$ cat config.mk
export PLATFORM = sky130hd
export DESIGN_NAME = core_top
export DESIGN_NICKNAME = d
export VERILOG_FILES = /design/src/hw/core_pkg.sv /design/src/hw/core_top.sv /design/src/hw/misc_settings.sv /design/src/hw/readback_mux.sv /design/src/hw/reset_sequencer.sv /design/src/hw/vita_timer.sv
export VERILOG_INCLUDE_DIRS = /design/src /design/src/hw
export SDC_FILE = /design/constraint.sdc
export NUM_CORES = 1
export LEC_CHECK = 0
export ABC_AREA = 1
export BUFFER_PORTS_ARGS = -buffer_cell sky130_fd_sc_hd__buf_2
export CAP_MARGIN = 40
export CORE_MARGIN = 4
export CORE_UTILIZATION = 54
export DETAILED_ROUTE_END_ITERATION = 10
export PLACE_DENSITY = 0.74
export SLEW_MARGIN = 20
export SYNTH_ARGS = -nofsm -noshare
export SYNTH_HDL_FRONTEND = slang
export SYNTH_SLANG_ARGS = --single-unit
export TNS_END_PERCENT = 1
$ cat constraint.sdc
create_clock -name dsp_clk -period 2.5 [get_ports dsp_clk]
set_input_delay 0.625 -clock dsp_clk [delete_from_list [all_inputs] [get_ports dsp_clk]]
set_output_delay 0.625 -clock dsp_clk [all_outputs]
set_load 0.05 [all_outputs]
$ cat src/hw/core_config.svh
// Settings register map, field widths and reset values
// Compatibility number and readback slot count
`ifndef CORE_CONFIG_SVH
`define CORE_CONFIG_SVH

////////////////////////////////////////////////////////////////////////////
// Settings bus

`define SET_ADDR_W 8
`define SET_DATA_W 32

// Register bases
`define SR_MISC   8'd0     // 7 regs
`define SR_TIME64 8'd10    // 2 regs
`define SR_DIVSW  8'd180   // 2 regs

// Offsets from SR_MISC
`define OFS_CLK_CTRL  8'd0
`define OFS_SER_CTRL  8'd1
`define OFS_ADC_CTRL  8'd2
`define OFS_LED_SW    8'd3
`define OFS_PHY_RST   8'd4
`define OFS_BLDR_DONE 8'd5
`define OFS_LED_SRC   8'd6

// Offsets from SR_TIME64 and SR_DIVSW
`define OFS_TIME_HI 8'd0
`define OFS_TIME_LO 8'd1
`define OFS_DIVSW1  8'd0
`define OFS_DIVSW2  8'd1

////////////////////////////////////////////////////////////////////////////
// Field widths and reset values

`define CLK_CTRL_W 5
`define SER_CTRL_W 4
`define ADC_CTRL_W 4
`define LED_W      8

`define LED_SRC_RESET 8'h1E   // 1 selects the hardware pattern

// Bump when the register map changes
`define COMPAT_MAJOR 16'd8
`define COMPAT_MINOR 16'd2

`define RB_WORDS 16

`endif

$ cat src/hw/core_pkg.sv
// Shared types for the control core
// Settings bus word, packed control outputs, readback slots, boot states
package core_pkg;

`include "core_config.svh"

   ////////////////////////////////////////////////////////////////////////////
   // Settings bus

   // One-cycle write strobe with address and data
   typedef struct packed {
      logic                   stb;
      logic [`SET_ADDR_W-1:0] addr;
      logic [`SET_DATA_W-1:0] data;
   } set_bus_t;

   ////////////////////////////////////////////////////////////////////////////
   // Control outputs

   typedef struct packed {
      // Clock generator
      logic       clock_ready;
      logic [1:0] clk_en;
      logic [1:0] clk_sel;
      // SERDES
      logic       ser_enable;
      logic       ser_prbsen;
      logic       ser_loopen;
      logic       ser_rx_en;
      // ADC enables
      logic       adc_oe_a;
      logic       adc_on_a;
      logic       adc_oe_b;
      logic       adc_on_b;
      logic       phy_reset_n;   // Active low to the PHY
      // Diversity switches
      logic       div_sw1;
      logic       div_sw2;
   } ctrl_out_t;

   // Readback slots, unnamed ones read as zero
   typedef enum logic [$clog2(`RB_WORDS)-1:0] {
      RB_TIME_HI = 4'd10,
      RB_TIME_LO = 4'd11,
      RB_COMPAT  = 4'd12,
      RB_STATUS  = 4'd13,
      RB_PPS_HI  = 4'd14,
      RB_PPS_LO  = 4'd15
   } rb_word_e;

   typedef enum logic {
      BLDR_WAIT = 1'b0,
      BLDR_DONE = 1'b1
   } bldr_state_e;

endpackage

$ cat src/hw/core_top.sv
// Control and status core top level
// Reset sequencer, setting registers, VITA timer and readback mux
`timescale 1ns/1ps

module core_top
   import core_pkg::*;
(
   input  logic       dsp_clk,
   input  logic       por_rst,
   // Settings bus and readback
   input  set_bus_t   set_i,
   input  logic       rb_stb_i,
   input  rb_word_e   rb_addr_i,
   // Board status
   input  logic       pps_i,
   input  logic       clk_status_i,
   input  logic       serdes_link_up_i,
   input  logic       button_i,
   output logic [7:0] leds_o,
   output ctrl_out_t  ctrl_o,
   output logic [31:0] rb_data_o,
   output logic       rb_ack_o,
   output logic       boot_done_o
);

   logic        core_rst;    // Reset for everything after the sequencer
   logic        bldr_done;
   logic        good_sync;
   logic [63:0] vita_time;
   logic [63:0] vita_time_pps;

   reset_sequencer u_reset_sequencer (
      .dsp_clk     (dsp_clk),
      .por_rst     (por_rst),
      .bldr_done_i (bldr_done),
      .core_rst_o  (core_rst),
      .boot_done_o (boot_done_o)
   );

   misc_settings u_misc_settings (
      .dsp_clk          (dsp_clk),
      .core_rst_i       (core_rst),
      .set_i            (set_i),
      .clk_status_i     (clk_status_i),
      .serdes_link_up_i (serdes_link_up_i),
      .good_sync_i      (good_sync),
      .ctrl_o           (ctrl_o),
      .leds_o           (leds_o),
      .bldr_done_o      (bldr_done)
   );

   vita_timer u_vita_timer (
      .dsp_clk         (dsp_clk),
      .core_rst_i      (core_rst),
      .set_i           (set_i),
      .pps_i           (pps_i),
      .vita_time_o     (vita_time),
      .vita_time_pps_o (vita_time_pps),
      .good_sync_o     (good_sync)
   );

   readback_mux u_readback_mux (
      .dsp_clk          (dsp_clk),
      .core_rst_i       (core_rst),
      .rb_stb_i         (rb_stb_i),
      .rb_addr_i        (rb_addr_i),
      .vita_time_i      (vita_time),
      .vita_time_pps_i  (vita_time_pps),
      .clk_status_i     (clk_status_i),
      .serdes_link_up_i (serdes_link_up_i),
      .button_i         (button_i),
      .rb_data_o        (rb_data_o),
      .rb_ack_o         (rb_ack_o)
   );

endmodule

$ cat src/hw/misc_settings.sv
// Miscellaneous setting registers and diversity switches
// LED mux between hardware status and software value
`timescale 1ns/1ps

module misc_settings
   import core_pkg::*;
(
   input  logic       dsp_clk,
   input  logic       core_rst_i,
   input  set_bus_t   set_i,
   input  logic       clk_status_i,
   input  logic       serdes_link_up_i,
   input  logic       good_sync_i,
   output ctrl_out_t  ctrl_o,
   output logic [7:0] leds_o,
   output logic       bldr_done_o
);

`include "core_config.svh"

   logic [`CLK_CTRL_W-1:0] clk_ctrl;
   logic [`SER_CTRL_W-1:0] ser_ctrl;
   logic [`ADC_CTRL_W-1:0] adc_ctrl;
   logic [`LED_W-1:0]      led_sw;    // Software LED value
   logic [`LED_W-1:0]      led_src;   // 1 = hardware, 0 = software
   logic [`LED_W-1:0]      led_hw;
   logic                   phy_rst;
   logic                   div_sw1;
   logic                   div_sw2;

   ////////////////////////////////////////////////////////////////////////////
   // Register decode

   always_ff @(posedge dsp_clk) begin
      if (core_rst_i) begin
         clk_ctrl    <= '0;
         ser_ctrl    <= '0;
         adc_ctrl    <= '0;
         led_sw      <= '0;
         led_src     <= `LED_SRC_RESET;
         phy_rst     <= 1'b0;
         bldr_done_o <= 1'b0;
         div_sw1     <= 1'b1;   // Switches come up on
         div_sw2     <= 1'b1;
      end else if (set_i.stb) begin
         case (set_i.addr)
            `SR_MISC + `OFS_CLK_CTRL:  clk_ctrl    <= set_i.data[`CLK_CTRL_W-1:0];
            `SR_MISC + `OFS_SER_CTRL:  ser_ctrl    <= set_i.data[`SER_CTRL_W-1:0];
            `SR_MISC + `OFS_ADC_CTRL:  adc_ctrl    <= set_i.data[`ADC_CTRL_W-1:0];
            `SR_MISC + `OFS_LED_SW:    led_sw      <= set_i.data[`LED_W-1:0];
            `SR_MISC + `OFS_PHY_RST:   phy_rst     <= set_i.data[0];
            `SR_MISC + `OFS_BLDR_DONE: bldr_done_o <= set_i.data[0];
            `SR_MISC + `OFS_LED_SRC:   led_src     <= set_i.data[`LED_W-1:0];
            `SR_DIVSW + `OFS_DIVSW1:   div_sw1     <= set_i.data[0];
            `SR_DIVSW + `OFS_DIVSW2:   div_sw2     <= set_i.data[0];
            default: ;   // Other blocks own the rest of the map
         endcase
      end
   end

   ////////////////////////////////////////////////////////////////////////////
   // Control outputs

   always_comb begin
      {ctrl_o.clock_ready, ctrl_o.clk_en, ctrl_o.clk_sel} = clk_ctrl;
      {ctrl_o.ser_enable, ctrl_o.ser_prbsen,
       ctrl_o.ser_loopen, ctrl_o.ser_rx_en} = ser_ctrl;
      {ctrl_o.adc_oe_a, ctrl_o.adc_on_a,
       ctrl_o.adc_oe_b, ctrl_o.adc_on_b} = adc_ctrl;
      ctrl_o.phy_reset_n = ~phy_rst;
      ctrl_o.div_sw1     = div_sw1;
      ctrl_o.div_sw2     = div_sw2;
   end

   ////////////////////////////////////////////////////////////////////////////
   // LEDs

   // Bit 2 clock status, bit 1 link with timing sync
   assign led_hw = {5'b0, clk_status_i, serdes_link_up_i & good_sync_i, 1'b0};

   assign leds_o = (led_src & led_hw) | (~led_src & led_sw);

endmodule

$ cat src/hw/readback_mux.sv
// Status readback mux with 16 word slots
// Registered word and one-cycle ack
`timescale 1ns/1ps

module readback_mux
   import core_pkg::*;
(
   input  logic        dsp_clk,
   input  logic        core_rst_i,
   input  logic        rb_stb_i,
   input  rb_word_e    rb_addr_i,
   input  logic [63:0] vita_time_i,
   input  logic [63:0] vita_time_pps_i,
   input  logic        clk_status_i,
   input  logic        serdes_link_up_i,
   input  logic        button_i,
   output logic [31:0] rb_data_o,
   output logic        rb_ack_o
);

`include "core_config.svh"

   logic [31:0] status_word;
   logic [31:0] rb_word;

   // Button at 13, clock status at 11, link at 10
   assign status_word = {18'b0, button_i, 1'b0, clk_status_i, serdes_link_up_i, 10'b0};

   always_comb begin
      case (rb_addr_i)
         RB_TIME_HI: rb_word = vita_time_i[63:32];
         RB_TIME_LO: rb_word = vita_time_i[31:0];
         RB_COMPAT:  rb_word = {`COMPAT_MAJOR, `COMPAT_MINOR};
         RB_STATUS:  rb_word = status_word;
         RB_PPS_HI:  rb_word = vita_time_pps_i[63:32];
         RB_PPS_LO:  rb_word = vita_time_pps_i[31:0];
         default:    rb_word = '0;
      endcase
   end

   always_ff @(posedge dsp_clk) begin
      if (core_rst_i) begin
         rb_ack_o <= 1'b0;
      end else begin
         rb_ack_o <= rb_stb_i;
      end
   end

   // Word held until the next request
   always_ff @(posedge dsp_clk) begin
      if (rb_stb_i) begin
         rb_data_o <= rb_word;
      end
   end

   a_ack_follows_stb: assert property (@(posedge dsp_clk)
      rb_ack_o |-> $past(rb_stb_i));

endmodule

$ cat src/hw/reset_sequencer.sv
// Bootloader reset sequencer
// Holds the core in reset after power-on, then gives one extra reset
`timescale 1ns/1ps

module reset_sequencer
   import core_pkg::*;
(
   input  logic dsp_clk,
   input  logic por_rst,
   input  logic bldr_done_i,   // Set by the bootloader
   output logic core_rst_o,
   output logic boot_done_o
);

   bldr_state_e state;

   always_ff @(posedge dsp_clk) begin
      if (por_rst) begin
         state      <= BLDR_WAIT;
         core_rst_o <= 1'b1;
      end else begin
         case (state)
            BLDR_WAIT: begin
               core_rst_o <= bldr_done_i;   // One reset pulse on handoff
               if (bldr_done_i) begin
                  state <= BLDR_DONE;
               end
            end
            BLDR_DONE: begin
               core_rst_o <= 1'b0;   // Stay here until power-on reset
            end
            default: begin
               state <= BLDR_WAIT;
            end
         endcase
      end
   end

   assign boot_done_o = (state == BLDR_DONE);

   // The handoff reset lasts one cycle only
   a_single_rst: assert property (@(posedge dsp_clk) disable iff (por_rst)
      (state == BLDR_DONE && core_rst_o) |=> !core_rst_o);

endmodule

$ cat src/hw/vita_timer.sv
// 64-bit VITA time counter
// Two-word load from the settings bus and capture on rising PPS
`timescale 1ns/1ps

module vita_timer
   import core_pkg::*;
(
   input  logic        dsp_clk,
   input  logic        core_rst_i,
   input  set_bus_t    set_i,
   input  logic        pps_i,
   output logic [63:0] vita_time_o,
   output logic [63:0] vita_time_pps_o,
   output logic        good_sync_o
);

`include "core_config.svh"

   logic [31:0] time_hi_hold;   // High word waits for the low write
   logic        time_hi_wr;
   logic        time_load;
   logic        pps_q;
   logic        pps_rise;

   assign time_hi_wr = set_i.stb && (set_i.addr == `SR_TIME64 + `OFS_TIME_HI);
   assign time_load  = set_i.stb && (set_i.addr == `SR_TIME64 + `OFS_TIME_LO);

   // Edge seen as the register goes low to high
   assign pps_rise = pps_i & ~pps_q;

   always_ff @(posedge dsp_clk) begin
      if (core_rst_i) begin
         time_hi_hold    <= '0;
         vita_time_o     <= '0;
         vita_time_pps_o <= '0;
         pps_q           <= 1'b0;
         good_sync_o     <= 1'b0;
      end else begin
         pps_q <= pps_i;

         if (time_hi_wr) begin
            time_hi_hold <= set_i.data;
         end

         if (time_load) begin
            vita_time_o <= {time_hi_hold, set_i.data};
         end else begin
            vita_time_o <= vita_time_o + 64'd1;
         end

         if (pps_rise) begin
            vita_time_pps_o <= vita_time_o;
         end

         // Sync lost on load, regained on the next pulse
         if (time_load) begin
            good_sync_o <= 1'b0;
         end else if (pps_rise) begin
            good_sync_o <= 1'b1;
         end
      end
   end

   // Free running between loads
   a_count_step: assert property (@(posedge dsp_clk)
      (!core_rst_i && !time_load) |=> (vita_time_o == $past(vita_time_o) + 64'd1));

endmodule

==> results of run 1 <==
final timing paths:
kind,to,slack (ns),depth (start not counted)
worst max-delay path,leds_o[2],0.46,2
worst min-delay path,u_reset_sequencer.boot_done_o,0.27,2
worst min register to register,u_vita_timer.time_hi_hold[8],0.45,2
worst max register to register,u_vita_timer.vita_time_o[42],0.46,10
power breakdown:
part | leakage [nW] | total [mW] | internal, mW | switching, mW
sequential | 1.94 | 3.90 | 3.85 | 0.0498
combinational | 2.83 | 0.501 | 0.140 | 0.361
clock | 0.395 | 3.70 | 2.21 | 1.50
sequential cells by signal (all words and copies together) (netlist names):
register                       count
u_readback_mux.rb_ack_o            1
u_reset_sequencer.core_rst_o       1
u_reset_sequencer.boot_done_o      1
u_misc_settings.led_sw             8
u_misc_settings.clk_ctrl           5
u_misc_settings.div_sw1            1
u_misc_settings.div_sw2            1
u_misc_settings.phy_rst            1
u_vita_timer.vita_time_pps_o      64
u_misc_settings.led_src            8
u_misc_settings.ser_ctrl           4
u_vita_timer.good_sync_o           1
u_vita_timer.time_hi_hold         32
u_vita_timer.vita_time_o          64
u_misc_settings.bldr_done_o        1
u_misc_settings.adc_ctrl           4
u_readback_mux.rb_data_o          32
u_vita_timer.pps_q                 1
stage by stage:
step / hold WS [ns] / setup WS, ns
floorplan: 0.4245 / 0.4507
global placement: 0.4349 / 0.4938
detailed placement: 0.4421 / 0.4443
CTS: 0.2639 / 0.4553
global route: 0.2810 / 0.3255
finish: 0.2669 / 0.4625
logic make-up (layout without fill, tap and decap cells):
group,count (synthesis),after routing,share of synthesized area
xor+xnor,18,18,0.01456
compound gates,375,375,0.1893
buf+inv,249,358,0.08958
mux,1,1,0.001040
flops,230,230,0.4550
fa+ha+maj,1,1,0.001156
simple gates,642,642,0.2493
layout make-up:
| type | count | area [um^2] | share of cell area |
|---|---|---|---|
| multi-input combinational | 1037 | 4937 | 0.3963 |
| timing repair buffer | 131 | 760.7 | 0.06106 |
| clock inverter | 9 | 101.3 | 0.008134 |
| sequential | 230 | 4925 | 0.3953 |
| tap | 265 | 331.6 | 0.02661 |
| inverter | 181 | 681.9 | 0.05473 |
| clock buffer | 37 | 721.9 | 0.05794 |
cell usage in the layout (no fill, tap or decap), drive strengths merged:
master,netlist,layout
dfxtp,198,198
nor2,204,204
a31oi,9,9
o21bai,6,6
o21ai,200,200
clkinv,3,6
a22o,3,3
mux2,1,1
clkinvlp,0,2
nand2,355,355
or2,1,1
bufinv,0,2
xnor2,5,5
clkbuf,53,37
nand4,9,9
edfxtp,32,32
o2111ai,28,28
o211ai,9,9
nor3,5,5
xor2,13,13
a221oi,1,1
inv,178,180
ha,1,1
a21oi,118,118
nor4,2,2
nand3b,4,4
a311oi,1,1
nand3,62,62
buf,15,131
routing by layer:
| layer | GRT usage | vias to the layer above |
|---|---|---|
| li1 | - | 5125 |
| met1 | 0.4299 | 4733 |
| met5 | 0 | - |
| met4 | 0.07872 | 0 |
| met3 | 0.04179 | 61 |
| met2 | 0.4305 | 441 |
critical path, stage by stage (launching register included):
cell and delay [ns]:
sky130_fd_sc_hd__dfxtp_1 0.34, sky130_fd_sc_hd__mux2_2 0.34, sky130_fd_sc_hd__buf_2 0.21
==> load_flow_metrics.sql, run 1 <==
INSERT INTO impl_metrics (metric_group, metric, value, unit) VALUES
('clock_tree', 'worst_setup_hold_path_clk_slew', '0.06', 'ns'),
('synth', 'mean_syn_cell_area', '7.140', 'um^2'),
('synth', 'ys_top_cells_by_count', 'sky130_fd_sc_hd__nand2_1, sky130_fd_sc_hd__dfxtp_1, sky130_fd_sc_hd__nor2_1, sky130_fd_sc_hd__o21ai_0, sky130_fd_sc_hd__inv_1', ''),
('timing', 'report.final.hold_viol_count', '0', ''),
('grt', 'first_global_vias', '9443', ''),
('clock_tree', 'post_cts_resize_count', '0', ''),
('die', 'height_of_the_chip', '149.6', 'um'),
('synth', 'synth_area_leaders', 'sky130_fd_sc_hd__dfxtp_1, sky130_fd_sc_hd__nand2_1, sky130_fd_sc_hd__edfxtp_1', ''),
('clock_tree', 'cts_sinks', '230', ''),
('synth', 'yosysWarnings', '0', ''),
('timing', 'rsz_0062_raised_after_global_routing', 'no', ''),
('placement', 'place_area', '11640', 'um^2'),
('die', 'placement_rows', '51', ''),
('clock_tree', 'root_buffer', 'sky130_fd_sc_hd__clkbuf_16', ''),
('drt', 'routedWlPerCell', '17.13', 'um'),
('setup_path', 'cp-startpoint', 'u_misc_settings.led_src[2]', ''),
('clock_tree', 'post-cts-setup-buffers', '0', ''),
('die', 'die_w', '149.6', 'um'),
('timing', 'slew_viol_final', '0', ''),
('clock_tree', 'later_pin_clock_latency_in_the_skew_report', '0.53', 'ns'),
('die', 'initial_core_util', '0.5525', ''),
('synth', 'cell_with_the_most_instances_after_synthesis', 'sky130_fd_sc_hd__nand2_1', ''),
('synth', 'synth.distinct_cells', '40', ''),
('grt', 'track_usage', '0.2861', ''),
('synth', 'number_of_nets_in_the_synthesized_netlist', '1569', ''),
('power', 'power_per_cell_area', '650.3', 'nW/um^2'),
('drt', 'dr_wl_met3', '3044', 'um'),
('setup_path', 'cp-start-kind', 'flop', ''),
('setup_path', 'crit_fanout', '2', ''),
('die', 'placeableCoreArea', '19590', 'um^2'),
('setup_path', 'path_class', 'flop to output pin', ''),
('power', 'post-layout-total-power', '8.102', 'mW'),
('final_layout', 'final_net_count', '1659', ''),
('drt', 'postRouteAntennaNets', '0', ''),
('synth', 'async_flop_share', '0', ''),
('final_layout', 'antenna_cells_inserted', '0', ''),
('drt', 'dr_wl_met2', '13980', 'um'),
('placement', 'hpwlAfterDp', '24070', 'um'),
('setup_path', 'critical_path_required', '1.88', 'ns'),
('run', 'maxCapViolCount', '0', ''),
('grt', 'first_pass_grt_wire_length', '50740', 'um'),
('timing', 'setup_tns', '0', 'ns'),
('synth', 'synth_largest_area_cell', 'sky130_fd_sc_hd__dfxtp_1', ''),
('synth', 'ys.flop_type', 'sky130_fd_sc_hd__dfxtp_1', ''),
('grt', 'grt-ovfl-total', '0', ''),
('die', 'top_level_ports', '110', ''),
('drt', 'drc', '0', ''),
('placement', 'place.port_buffers', '109', ''),
('final_layout', 'n_fill_cell', '1840', ''),
('clock_tree', 'cts_inserted_buffers', '25', ''),
('timing', 'finalSetupViolations', '0', ''),
('drt', 'first_iter_violations', '897', ''),
('synth', 'synth_largest_type_area_fraction', '0.3662', ''),
('timing', 'slew_at_the_pin_closest_to_its_max_slew_limit', '0.7364', 'ns'),
('setup_path', 'crit_path_end_kind', 'output pin', ''),
('worst_hold_path', 'min-delay-path-class', 'input pin to flop', ''),
('synth', 'synth_enable_flop_cells', '32', ''),
('outcome', 'outcome', 'finished clean', ''),
('synth', 'postSynthCellCount', '1516', ''),
('placement', 'gp_routability_congestion', '1.069', ''),
('timing', 'maxSlewHeadroom', '0.5090', ''),
('clock_tree', 'clock_path_buffers', '3', ''),
('drt', 'route.final.wire_length', '32380', 'um'),
('synth', 'synth.ff_latch_count', '230', ''),
('power', 'cellLeakagePower', '5.164', 'nW'),
('drt', 'topRoutingLayerUsed', 'met4', ''),
('clock_tree', 'tritoncts_clock_tree', 'done', ''),
('power', 'ir_worst_vdd', '476.5', 'uV'),
('timing', 'max_freq', '490.8', 'MHz'),
('timing', 'finalCriticalPeriod', '2.038', 'ns'),
('grt', 'grt_start_max_net_pins', '115', '');
Power figures use the tool's default switching activity.
==> inputs of run 2 (changes only) <==
--- a/config.mk
+++ b/config.mk
@@ -6,7 +6,7 @@
 export SDC_FILE = /design/constraint.sdc
 export NUM_CORES = 1
 export LEC_CHECK = 0
-export ABC_AREA = 1
+export ABC_AREA = 0
 export BUFFER_PORTS_ARGS = -buffer_cell sky130_fd_sc_hd__buf_2
 export CAP_MARGIN = 40
 export CORE_MARGIN = 4
==> constraint.sdc (replaced) <==
create_clock -name dsp_clk -period 2.07 [get_ports dsp_clk]
set_input_delay 0.5175 -clock dsp_clk [delete_from_list [all_inputs] [get_ports dsp_clk]]
set_output_delay 0.5175 -clock dsp_clk [all_outputs]
set_load 0.05 [all_outputs]
==> load_flow_metrics.sql, run 2 <==
INSERT INTO impl_metrics (metric_group, metric, value, unit) VALUES
('clock_tree', 'htree_num_levels', '1', ''),
('worst_hold_path', 'whs_path_depth', '2', ''),
('outcome', 'violations_in_the_final_reports', 'setup timing', ''),
('clock_tree', 'root_buffer', 'sky130_fd_sc_hd__clkbuf_16', ''),
('drt', 'first_iter_violations', '1090', ''),
('drt', 'detailedRoute.firstPassIterationCount', '6', ''),
('grt', 'first_global_vias', '8825', ''),
('synth', 'synth_area_leaders', 'sky130_fd_sc_hd__dfxtp_1, sky130_fd_sc_hd__nand2_1, sky130_fd_sc_hd__edfxtp_1', ''),
('synth', 'postSynthCellCount', '1222', ''),
('final_layout', 'final_net_count', '1451', ''),
('die', 'placement_rows', '50', ''),
('setup_path', 'crit_fanout', '8', ''),
('placement', 'hpwlAfterDp', '20440', 'um'),
('power', 'power_per_cell_area', '746.3', 'nW/um^2'),
('synth', 'synth_largest_area_cell', 'sky130_fd_sc_hd__dfxtp_1', ''),
('worst_hold_path', 'worst_hold_path.endpoint', 'u_reset_sequencer.boot_done_o', ''),
('timing', 'timing.hold.ws', '0.1725', 'ns'),
('timing', 'finalCriticalPeriod', '2.101', 'ns'),
('drt', 'drc', '0', ''),
('final_layout', 'n_fill_cell', '1490', ''),
('setup_path', 'crit_path_top_delay_cell', 'sky130_fd_sc_hd__or4_4', ''),
('clock_tree', 'later_pin_clock_latency_in_the_skew_report', '0.52', 'ns'),
('setup_path', 'crit_path_end_kind', 'flop', ''),
('timing', 'post-route-worst-setup-slack', '-0.03068', 'ns'),
('worst_hold_path', 'min-delay-start', 'por_rst', ''),
('placement', 'place_area', '11870', 'um^2'),
('grt', 'antenna_found_initial', '3', ''),
('synth', 'ys_top_cells_by_count', 'sky130_fd_sc_hd__nand2_1, sky130_fd_sc_hd__dfxtp_1, sky130_fd_sc_hd__a21oi_1, sky130_fd_sc_hd__nor2_1, sky130_fd_sc_hd__clkbuf_1', ''),
('synth', 'synth.distinct_cells', '57', ''),
('die', 'die_area', '21260', 'um^2'),
('drt', 'vias', '9733', ''),
('synth', 'synth.ff_latch_count', '230', ''),
('setup_path', 'critical_path_required', '2.47', 'ns'),
('setup_path', 'path_class', 'flop to flop', ''),
('grt', 'grt_start_max_net_pins', '107', ''),
('clock_tree', 'cts_inserted_buffers', '24', ''),
('drt', 'postRouteAntennaNets', '0', ''),
('synth', 'synth_enable_flop_cells', '32', ''),
('setup_path', 'cp-start-kind', 'flop', ''),
('worst_hold_path', 'min-delay-path-class', 'input pin to flop', ''),
('clock_tree', 'post-cts-setup-buffers', '0', ''),
('synth', 'mean_syn_cell_area', '8.391', 'um^2'),
('timing', 'max_freq', '476.0', 'MHz'),
('final_layout', 'layout.cells.most_common', 'sky130_fd_sc_hd__nand2_1', ''),
('run', 'maxCapViolCount', '0', ''),
('final_layout', 'antenna_cells_inserted', '0', ''),
('outcome', 'outcome', 'complete, but fails checks', ''),
('clock_tree', 'tritoncts_clock_tree', 'done', ''),
('setup_path', 'critical_path.cell_chain', 'buf_4 > nand4_1 > buf_4 > or4_4 > nor4_2 > buf_4 > mux2i_1 > nand3_1', ''),
('power', 'ir_worst_vdd', '683.5', 'uV'),
('drt', 'routedWlPerCell', '17.94', 'um'),
('clock_tree', 'cts_sinks', '230', ''),
('setup_path', 'rr_worst_depth', '8', ''),
('setup_path', 'cp-startpoint', 'u_vita_timer.vita_time_o[1]', ''),
('timing', 'finalSetupViolations', '5', ''),
('placement', 'place.port_buffers', '109', ''),
('clock_tree', 'worst_setup_hold_path_clk_slew', '0.07', 'ns'),
('synth', 'cell_with_the_most_instances_after_synthesis', 'sky130_fd_sc_hd__nand2_1', ''),
('synth', 'async_flop_share', '0', ''),
('setup_path', 'crit_top_cell', 'sky130_fd_sc_hd__buf_4', ''),
('drt', 'route.final.wire_length', '29600', 'um'),
('final_layout', 'largest_registers', 'u_vita_timer.vita_time_o x64, u_vita_timer.vita_time_pps_o x64', ''),
('setup_path', 'reg2reg_from', 'u_vita_timer.vita_time_o[1]', ''),
('timing', 'slew_viol_final', '0', ''),
('synth', 'yosysWarnings', '0', ''),
('die', 'placeableCoreArea', '18710', 'um^2'),
('placement', 'gp_routability_congestion', '0.9268', ''),
('grt', 'track_usage', '0.2653', ''),
('setup_path', 'crit_arrival', '2.50', 'ns'),
('final_layout', 'postLayoutCellArea', '12840', 'um^2'),
('synth', 'synth_largest_type_area_fraction', '0.3866', ''),
('final_layout', 'final_cell_mix', 'sky130_fd_sc_hd__nand2_1, sky130_fd_sc_hd__dfxtp_1, sky130_fd_sc_hd__buf_4', ''),
('timing', 'setup_tns', '-0.1051', 'ns'),
('synth', 'synth_sequential_area_ratio', '0.4803', ''),
('grt', 'first_pass_grt_wire_length', '46810', 'um'),
('die', 'die_w', '145.8', 'um'),
('die', 'height_of_the_chip', '145.8', 'um'),
('timing', 'fin_worst_skew', '0.01085', 'ns'),
('final_layout', 'flow.area_growth_from_synthesis', '25.22', '%'),
('timing', 'maxSlewHeadroom', '0.4535', ''),
('grt', 'grt-ovfl-total', '0', ''),
('clock_tree', 'clock_path_buffers', '3', ''),
('setup_path', 'cpPeakStageDelay', '0.46', 'ns'),
('synth', 'number_of_nets_in_the_synthesized_netlist', '1275', ''),
('drt', 'drt-vias-per-instance', '5.899', ''),
('synth', 'synth.cell_area', '10250', 'um^2'),
('die', 'initial_core_util', '0.5482', ''),
('timing', 'slew_at_the_pin_closest_to_its_max_slew_limit', '0.8198', 'ns'),
('die', 'top_level_ports', '110', ''),
('timing', 'report.final.hold_viol_count', '0', ''),
('timing', 'min_period_over_period', '1.015', ''),
('synth', 'ys.flop_type', 'sky130_fd_sc_hd__dfxtp_1', ''),
('power', 'cellLeakagePower', '4.979', 'nW'),
('setup_path', 'setup.reg_to_reg.worst_slack', '-0.03', 'ns'),
('timing', 'rsz_0062_raised_after_global_routing', 'yes', ''),
('setup_path', 'capturing_point_of_the_worst_reg2reg_path', 'u_vita_timer.vita_time_o[63]', ''),
('final_layout', 'drive_above_1_share', '0.2359', '');
run 2: critical path, delay by kind of cell, from the launching register on:
family	cells	cell delay [ns]
simple gates	4	0.92
flops	1	0.35
mux	1	0.18
buf+inv	3	0.53
run 2: logic make-up after synthesis:
| kind of cell | synth area share |
|---|---|
| and+or+nand+nor | 0.2621 |
| AOI/OAI and AO/OA | 0.1624 |
| xor gates and xnor gates | 0.03758 |
| buffers and inverters | 0.04063 |
| adders and majority gates | 0.001220 |
| muxes | 0.01574 |
| DFF | 0.4803 |
run 2: power by group:
part / switching (mW) / internal [mW] / leakage [nW] / total [mW]
clock: 1.78 / 2.71 / 0.413 / 4.49
combinational: 0.369 / 0.142 / 2.63 / 0.511
sequential: 0.0201 / 4.56 / 1.93 / 4.58
run 2: worst max-delay path by stage:
stage,end,slack [ns]
after CTS,u_vita_timer.vita_time_o[50],-0.04
after global routing,u_vita_timer.vita_time_o[50],-0.16
after floorplan,u_vita_timer.vita_time_o[59],-0.19
final,u_vita_timer.vita_time_o[63],-0.03
after global placement,u_vita_timer.vita_time_o[61],-0.29
after detailed placement,u_vita_timer.vita_time_o[60],-0.34
run 2: cell type report:
type	count	area [um^2]	area share
clock buffers	33	728.2	0.05671
multi-input cells	887	5080	0.3956
inverters	9	33.78	0.002631
well taps	234	292.8	0.02280
flip-flops and latches	230	4942	0.3849
repair buffers	246	1654	0.1288
clock inverters	11	108.9	0.008478
run 2: per-layer routing:
layer  up-vias  share of wire  global-route usage
li1       4693              -                   -
met1      4542           0.44              0.3870
met2       438           0.45              0.4036
met3        54          0.093             0.05419
met4         6          0.020             0.06838
met5         -         0.0015                   0
run 2: what timing repair did:
action,in CTS,in global routing
endpoints found under the setup margin,25,29
hold buffers,0,0
pin swaps,5,7
resized for setup,17,15
cloned,1,0
hold endpoints to repair,0,0
run 2: through the flow:
step                      utilization  total power [mW]  worst slack, ns  instances
final                          0.6864             9.582         -0.03068       1650
after global routing           0.6864             9.878          -0.1564       1650
after CTS                      0.6829             9.627         -0.04478       1650
after detailed placement       0.6343             5.182          -0.3446       1605
after global placement         0.6339             5.178          -0.2883       1604
after floorplan                     -             4.950          -0.1928       1222
==> inputs of run 3 (changes only) <==
--- a/config.mk
+++ b/config.mk
@@ -11,10 +11,12 @@
 export CAP_MARGIN = 40
 export CORE_MARGIN = 4
 export CORE_UTILIZATION = 54
+export CTS_CLUSTER_SIZE = 28
 export DETAILED_ROUTE_END_ITERATION = 10
 export PLACE_DENSITY = 0.74
 export SLEW_MARGIN = 20
 export SYNTH_ARGS = -nofsm -noshare
 export SYNTH_HDL_FRONTEND = slang
+export SYNTH_HIERARCHICAL = 1
 export SYNTH_SLANG_ARGS = --single-unit
 export TNS_END_PERCENT = 1
==> load_flow_metrics.sql, run 3 <==
INSERT INTO impl_metrics (metric_group, metric, value, unit) VALUES
('grt', 'first_global_vias', '8451', ''),
('power', 'power_per_cell_area', '740.3', 'nW/um^2'),
('timing', 'min_period_over_period', '1.014', ''),
('synth', 'synth_area_leaders', 'sky130_fd_sc_hd__dfxtp_1, sky130_fd_sc_hd__mux2i_1, sky130_fd_sc_hd__edfxtp_1', ''),
('synth', 'synth_compound_area_frac', '0.1162', ''),
('setup_path', 'crit_path_end_kind', 'flop', ''),
('clock_tree', 'cts_sinks', '230', ''),
('timing', 'rsz_0062_raised_after_global_routing', 'yes', ''),
('drt', 'dr_wl_met3', '2282', 'um'),
('timing', 'finalCriticalPeriod', '2.098', 'ns'),
('final_layout', 'layout.area.seq', '4945', 'um^2'),
('clock_tree', 'cts_inserted_buffers', '24', ''),
('synth', 'synth_simple_gate_area_share', '0.2309', ''),
('setup_path', 'crit_arrival', '2.52', 'ns'),
('timing', 'report.final.hold_viol_count', '0', ''),
('final_layout', 'largest_registers', 'u_vita_timer/vita_time_o x64, u_vita_timer/vita_time_pps_o x64', ''),
('drt', 'route.final.wire_length', '27880', 'um'),
('setup_path', 'critical_path_required', '2.49', 'ns'),
('placement', 'place.port_buffers', '109', ''),
('setup_path', 'rr_worst_depth', '5', ''),
('timing', 'finalSetupViolations', '1', ''),
('placement', 'gp_routability_congestion', '0.9034', ''),
('die', 'top_level_ports', '110', ''),
('timing', 'slew_at_the_pin_closest_to_its_max_slew_limit', '0.4912', 'ns'),
('clock_tree', 'root_buffer', 'sky130_fd_sc_hd__clkbuf_16', ''),
('run', 'maxCapViolCount', '0', ''),
('placement', 'hpwlAfterDp', '19530', 'um'),
('power', 'ir_worst_vdd', '618.6', 'uV'),
('synth', 'mean_syn_cell_area', '9.193', 'um^2'),
('synth', 'muxShareOfSynthArea', '0.09684', ''),
('synth', 'postSynthCellCount', '1137', ''),
('final_layout', 'flow.area_growth_from_synthesis', '23.20', '%'),
('synth', 'async_flop_share', '0', ''),
('drt', 'topRoutingLayerUsed', 'met5', ''),
('final_layout', 'final_cell_mix', 'sky130_fd_sc_hd__dfxtp_1, sky130_fd_sc_hd__nand2_1, sky130_fd_sc_hd__nor2_1', ''),
('timing', 'post-route-worst-setup-slack', '-0.02833', 'ns'),
('final_layout', 'n_fill_cell', '1509', ''),
('clock_tree', 'htree_num_levels', '1', ''),
('die', 'initial_core_util', '0.5532', ''),
('clock_tree', 'clock_path_buffers', '3', ''),
('drt', 'met1Wirelength', '12580', 'um'),
('die', 'die_area', '21650', 'um^2'),
('drt', 'detailedRoute.firstPassIterationCount', '5', ''),
('grt', 'first_pass_grt_wire_length', '44480', 'um'),
('worst_hold_path', 'min-delay-path-class', 'input pin to flop', ''),
('drt', 'first_iter_violations', '820', ''),
('timing', 'fin_worst_skew', '0.01435', 'ns'),
('setup_path', 'crit_fanout', '7', ''),
('drt', 'vias', '9064', ''),
('outcome', 'violations_in_the_final_reports', 'setup timing', ''),
('die', 'placeableCoreArea', '18890', 'um^2'),
('synth', 'synth_xor_area_frac', '0.04190', ''),
('final_layout', 'antenna_cells_inserted', '0', ''),
('outcome', 'outcome', 'complete, but fails checks', ''),
('timing', 'slew_viol_final', '0', ''),
('synth', 'synth.distinct_cells', '58', ''),
('die', 'height_of_the_chip', '147.1', 'um'),
('synth', 'synth_largest_area_cell', 'sky130_fd_sc_hd__dfxtp_1', ''),
('clock_tree', 'worst_setup_hold_path_clk_slew', '0.06', 'ns'),
('drt', 'postRouteAntennaNets', '0', ''),
('clock_tree', 'post-cts-setup-buffers', '0', ''),
('timing', 'maxSlewHeadroom', '0.6701', ''),
('timing', 'max_freq', '476.6', 'MHz'),
('final_layout', 'drive_above_1_share', '0.2341', ''),
('synth', 'post_synth_fa_ha_maj_area_fraction', '0.001197', ''),
('final_layout', 'final_net_count', '1359', ''),
('die', 'die_w', '147.1', 'um'),
('drt', 'routedWlPerCell', '17.60', 'um'),
('grt', 'track_usage', '0.2482', ''),
('drt', 'drt-vias-per-instance', '5.722', ''),
('final_layout', 'area_of_the_multi_input_gates', '5235', 'um^2'),
('synth', 'ys.flop_type', 'sky130_fd_sc_hd__dfxtp_1', ''),
('placement', 'post-place-cells', '1539', ''),
('drt', 'dr_wl_met2', '12410', 'um'),
('worst_hold_path', 'whs_path_depth', '2', ''),
('setup_path', 'path_class', 'flop to flop', ''),
('synth', 'synth_largest_type_area_fraction', '0.3792', ''),
('synth', 'synth.cell_area', '10450', 'um^2'),
('synth', 'synth_enable_flop_cells', '32', ''),
('die', 'placement_rows', '50', ''),
('grt', 'grt-ovfl-total', '0', ''),
('drt', 'drc', '0', ''),
('setup_path', 'cp-start-kind', 'flop', ''),
('final_layout', 'layout.cells.most_common', 'sky130_fd_sc_hd__dfxtp_1', ''),
('clock_tree', 'tritoncts_clock_tree', 'done', ''),
('grt', 'grt_start_max_net_pins', '104', ''),
('synth', 'largest_family_of_logic_cells_by_synthesized_area', 'simple AND/OR/NAND/NOR gates', ''),
('clock_tree', 'later_pin_clock_latency_in_the_skew_report', '0.52', 'ns'),
('synth', 'cell_with_the_most_instances_after_synthesis', 'sky130_fd_sc_hd__dfxtp_1', ''),
('power', 'cellLeakagePower', '5.067', 'nW'),
('synth', 'synth.ff_latch_count', '230', ''),
('synth', 'yosysWarnings', '6', ''),
('final_layout', 'final-instance-count-excl-fill', '1584', ''),
('synth', 'synth_sequential_area_ratio', '0.4712', ''),
('synth', 'number_of_nets_in_the_synthesized_netlist', '1190', ''),
('grt', 'antenna_found_initial', '2', ''),
('synth', 'ys_top_cells_by_count', 'sky130_fd_sc_hd__dfxtp_1, sky130_fd_sc_hd__nand2_1, sky130_fd_sc_hd__nor2_1, sky130_fd_sc_hd__mux2i_1, sky130_fd_sc_hd__a21oi_1', ''),
('placement', 'dp_worst_setup_slack', '-0.1124', 'ns');
## run 3: cell types whose count changed in the layout (fill, tap and decap cells not counted), sizes merged, moves of 9 or more
cell,change
buf,-25
nand2,-123
nand2b,+33
nor4,-18
a21oi,-51
o21ai,+9
xor2,+9
nand3,-17
nor3,-9
nor2,+65
a221o,+26
mux2i,+85
a311oi,+10
a22oi,-56
## run 3: cell families after synthesis
logic type	after synthesis
flip-flops	230
AND/OR/NAND/NOR	486
XOR/XNOR	50
multiplexers	101
adder cells (fa/ha/maj)	1
buffers and inverters	92
AO/OA/AOI/OAI	177
## run 3: worst paths after layout
| kind | endpoint | start | slack (ns) |
|---|---|---|---|
| max | u_vita_timer/vita_time_o[42] | u_vita_timer/vita_time_o[17] | -0.03 |
| min | u_reset_sequencer/boot_done_o | por_rst | 0.17 |
| max reg2reg | u_vita_timer/vita_time_o[42] | u_vita_timer/vita_time_o[17] | -0.03 |
| min reg2reg | u_vita_timer/vita_time_pps_o[60] | u_vita_timer/vita_time_pps_o[60] | 0.45 |
## run 3: cell type report
cell class,instances,area share
flip-flops and latches,230,0.3840
repair buffers,221,0.1180
inverters,13,0.003789
well taps,260,0.02526
clock inverters,11,0.01001
clock buffers,33,0.05247
multi-input cells,816,0.4065
## run 3: worst max-delay path, cell delays in order (launching register included)
cell and delay [ns]:
sky130_fd_sc_hd__dfxtp_2 0.32, sky130_fd_sc_hd__and4_4 0.26, sky130_fd_sc_hd__nand4_4 0.12, sky130_fd_sc_hd__or4b_4 0.65, sky130_fd_sc_hd__or3_1 0.37, sky130_fd_sc_hd__a311oi_1 0.27
## run 3: metal layers
metal  global-route usage  vias up
met5                    0        -
met4              0.05965        2
met3              0.04411       51
met2               0.3859      389
met1               0.3612     4289
li1                     -     4333
## run 3: metrics by stage
| stage | TNS (ns) | hold slack [ns] | instance area [um^2] | power, mW | utilization |
|---|---|---|---|---|---|
| 3_5_place_dp | -0.7866 | 0.4463 | 11950 | 5.244 | 0.6323 |
| 6_report | -0.02833 | 0.1732 | 12880 | 9.533 | 0.6816 |
| 4_1_cts | -0.02736 | 0.1566 | 12810 | 9.587 | 0.6778 |
| 5_1_grt | -0.5199 | 0.1654 | 12880 | 9.807 | 0.6816 |
| 2_1_floorplan | -0.6059 | 0.4102 | 10460 | 5.010 | - |
| 3_3_place_gp | -0.1434 | 0.4383 | 11950 | 5.238 | 0.6323 |
## run 3: repair_timing
item                       CTS  global route
gates cloned                 1             0
pin swaps                    6            12
resized for setup           14            17
setup endpoints to repair   13            31
hold buffers                 0             0
## run 3: report_power, final
group / internal (mW) / switching, mW / total, mW
Sequential: 4.56 / 0.0295 / 4.59
Clock: 2.65 / 1.73 / 4.38
Combinational: 0.176 / 0.382 / 0.559
Total: 7.39 / 2.14 / 9.53
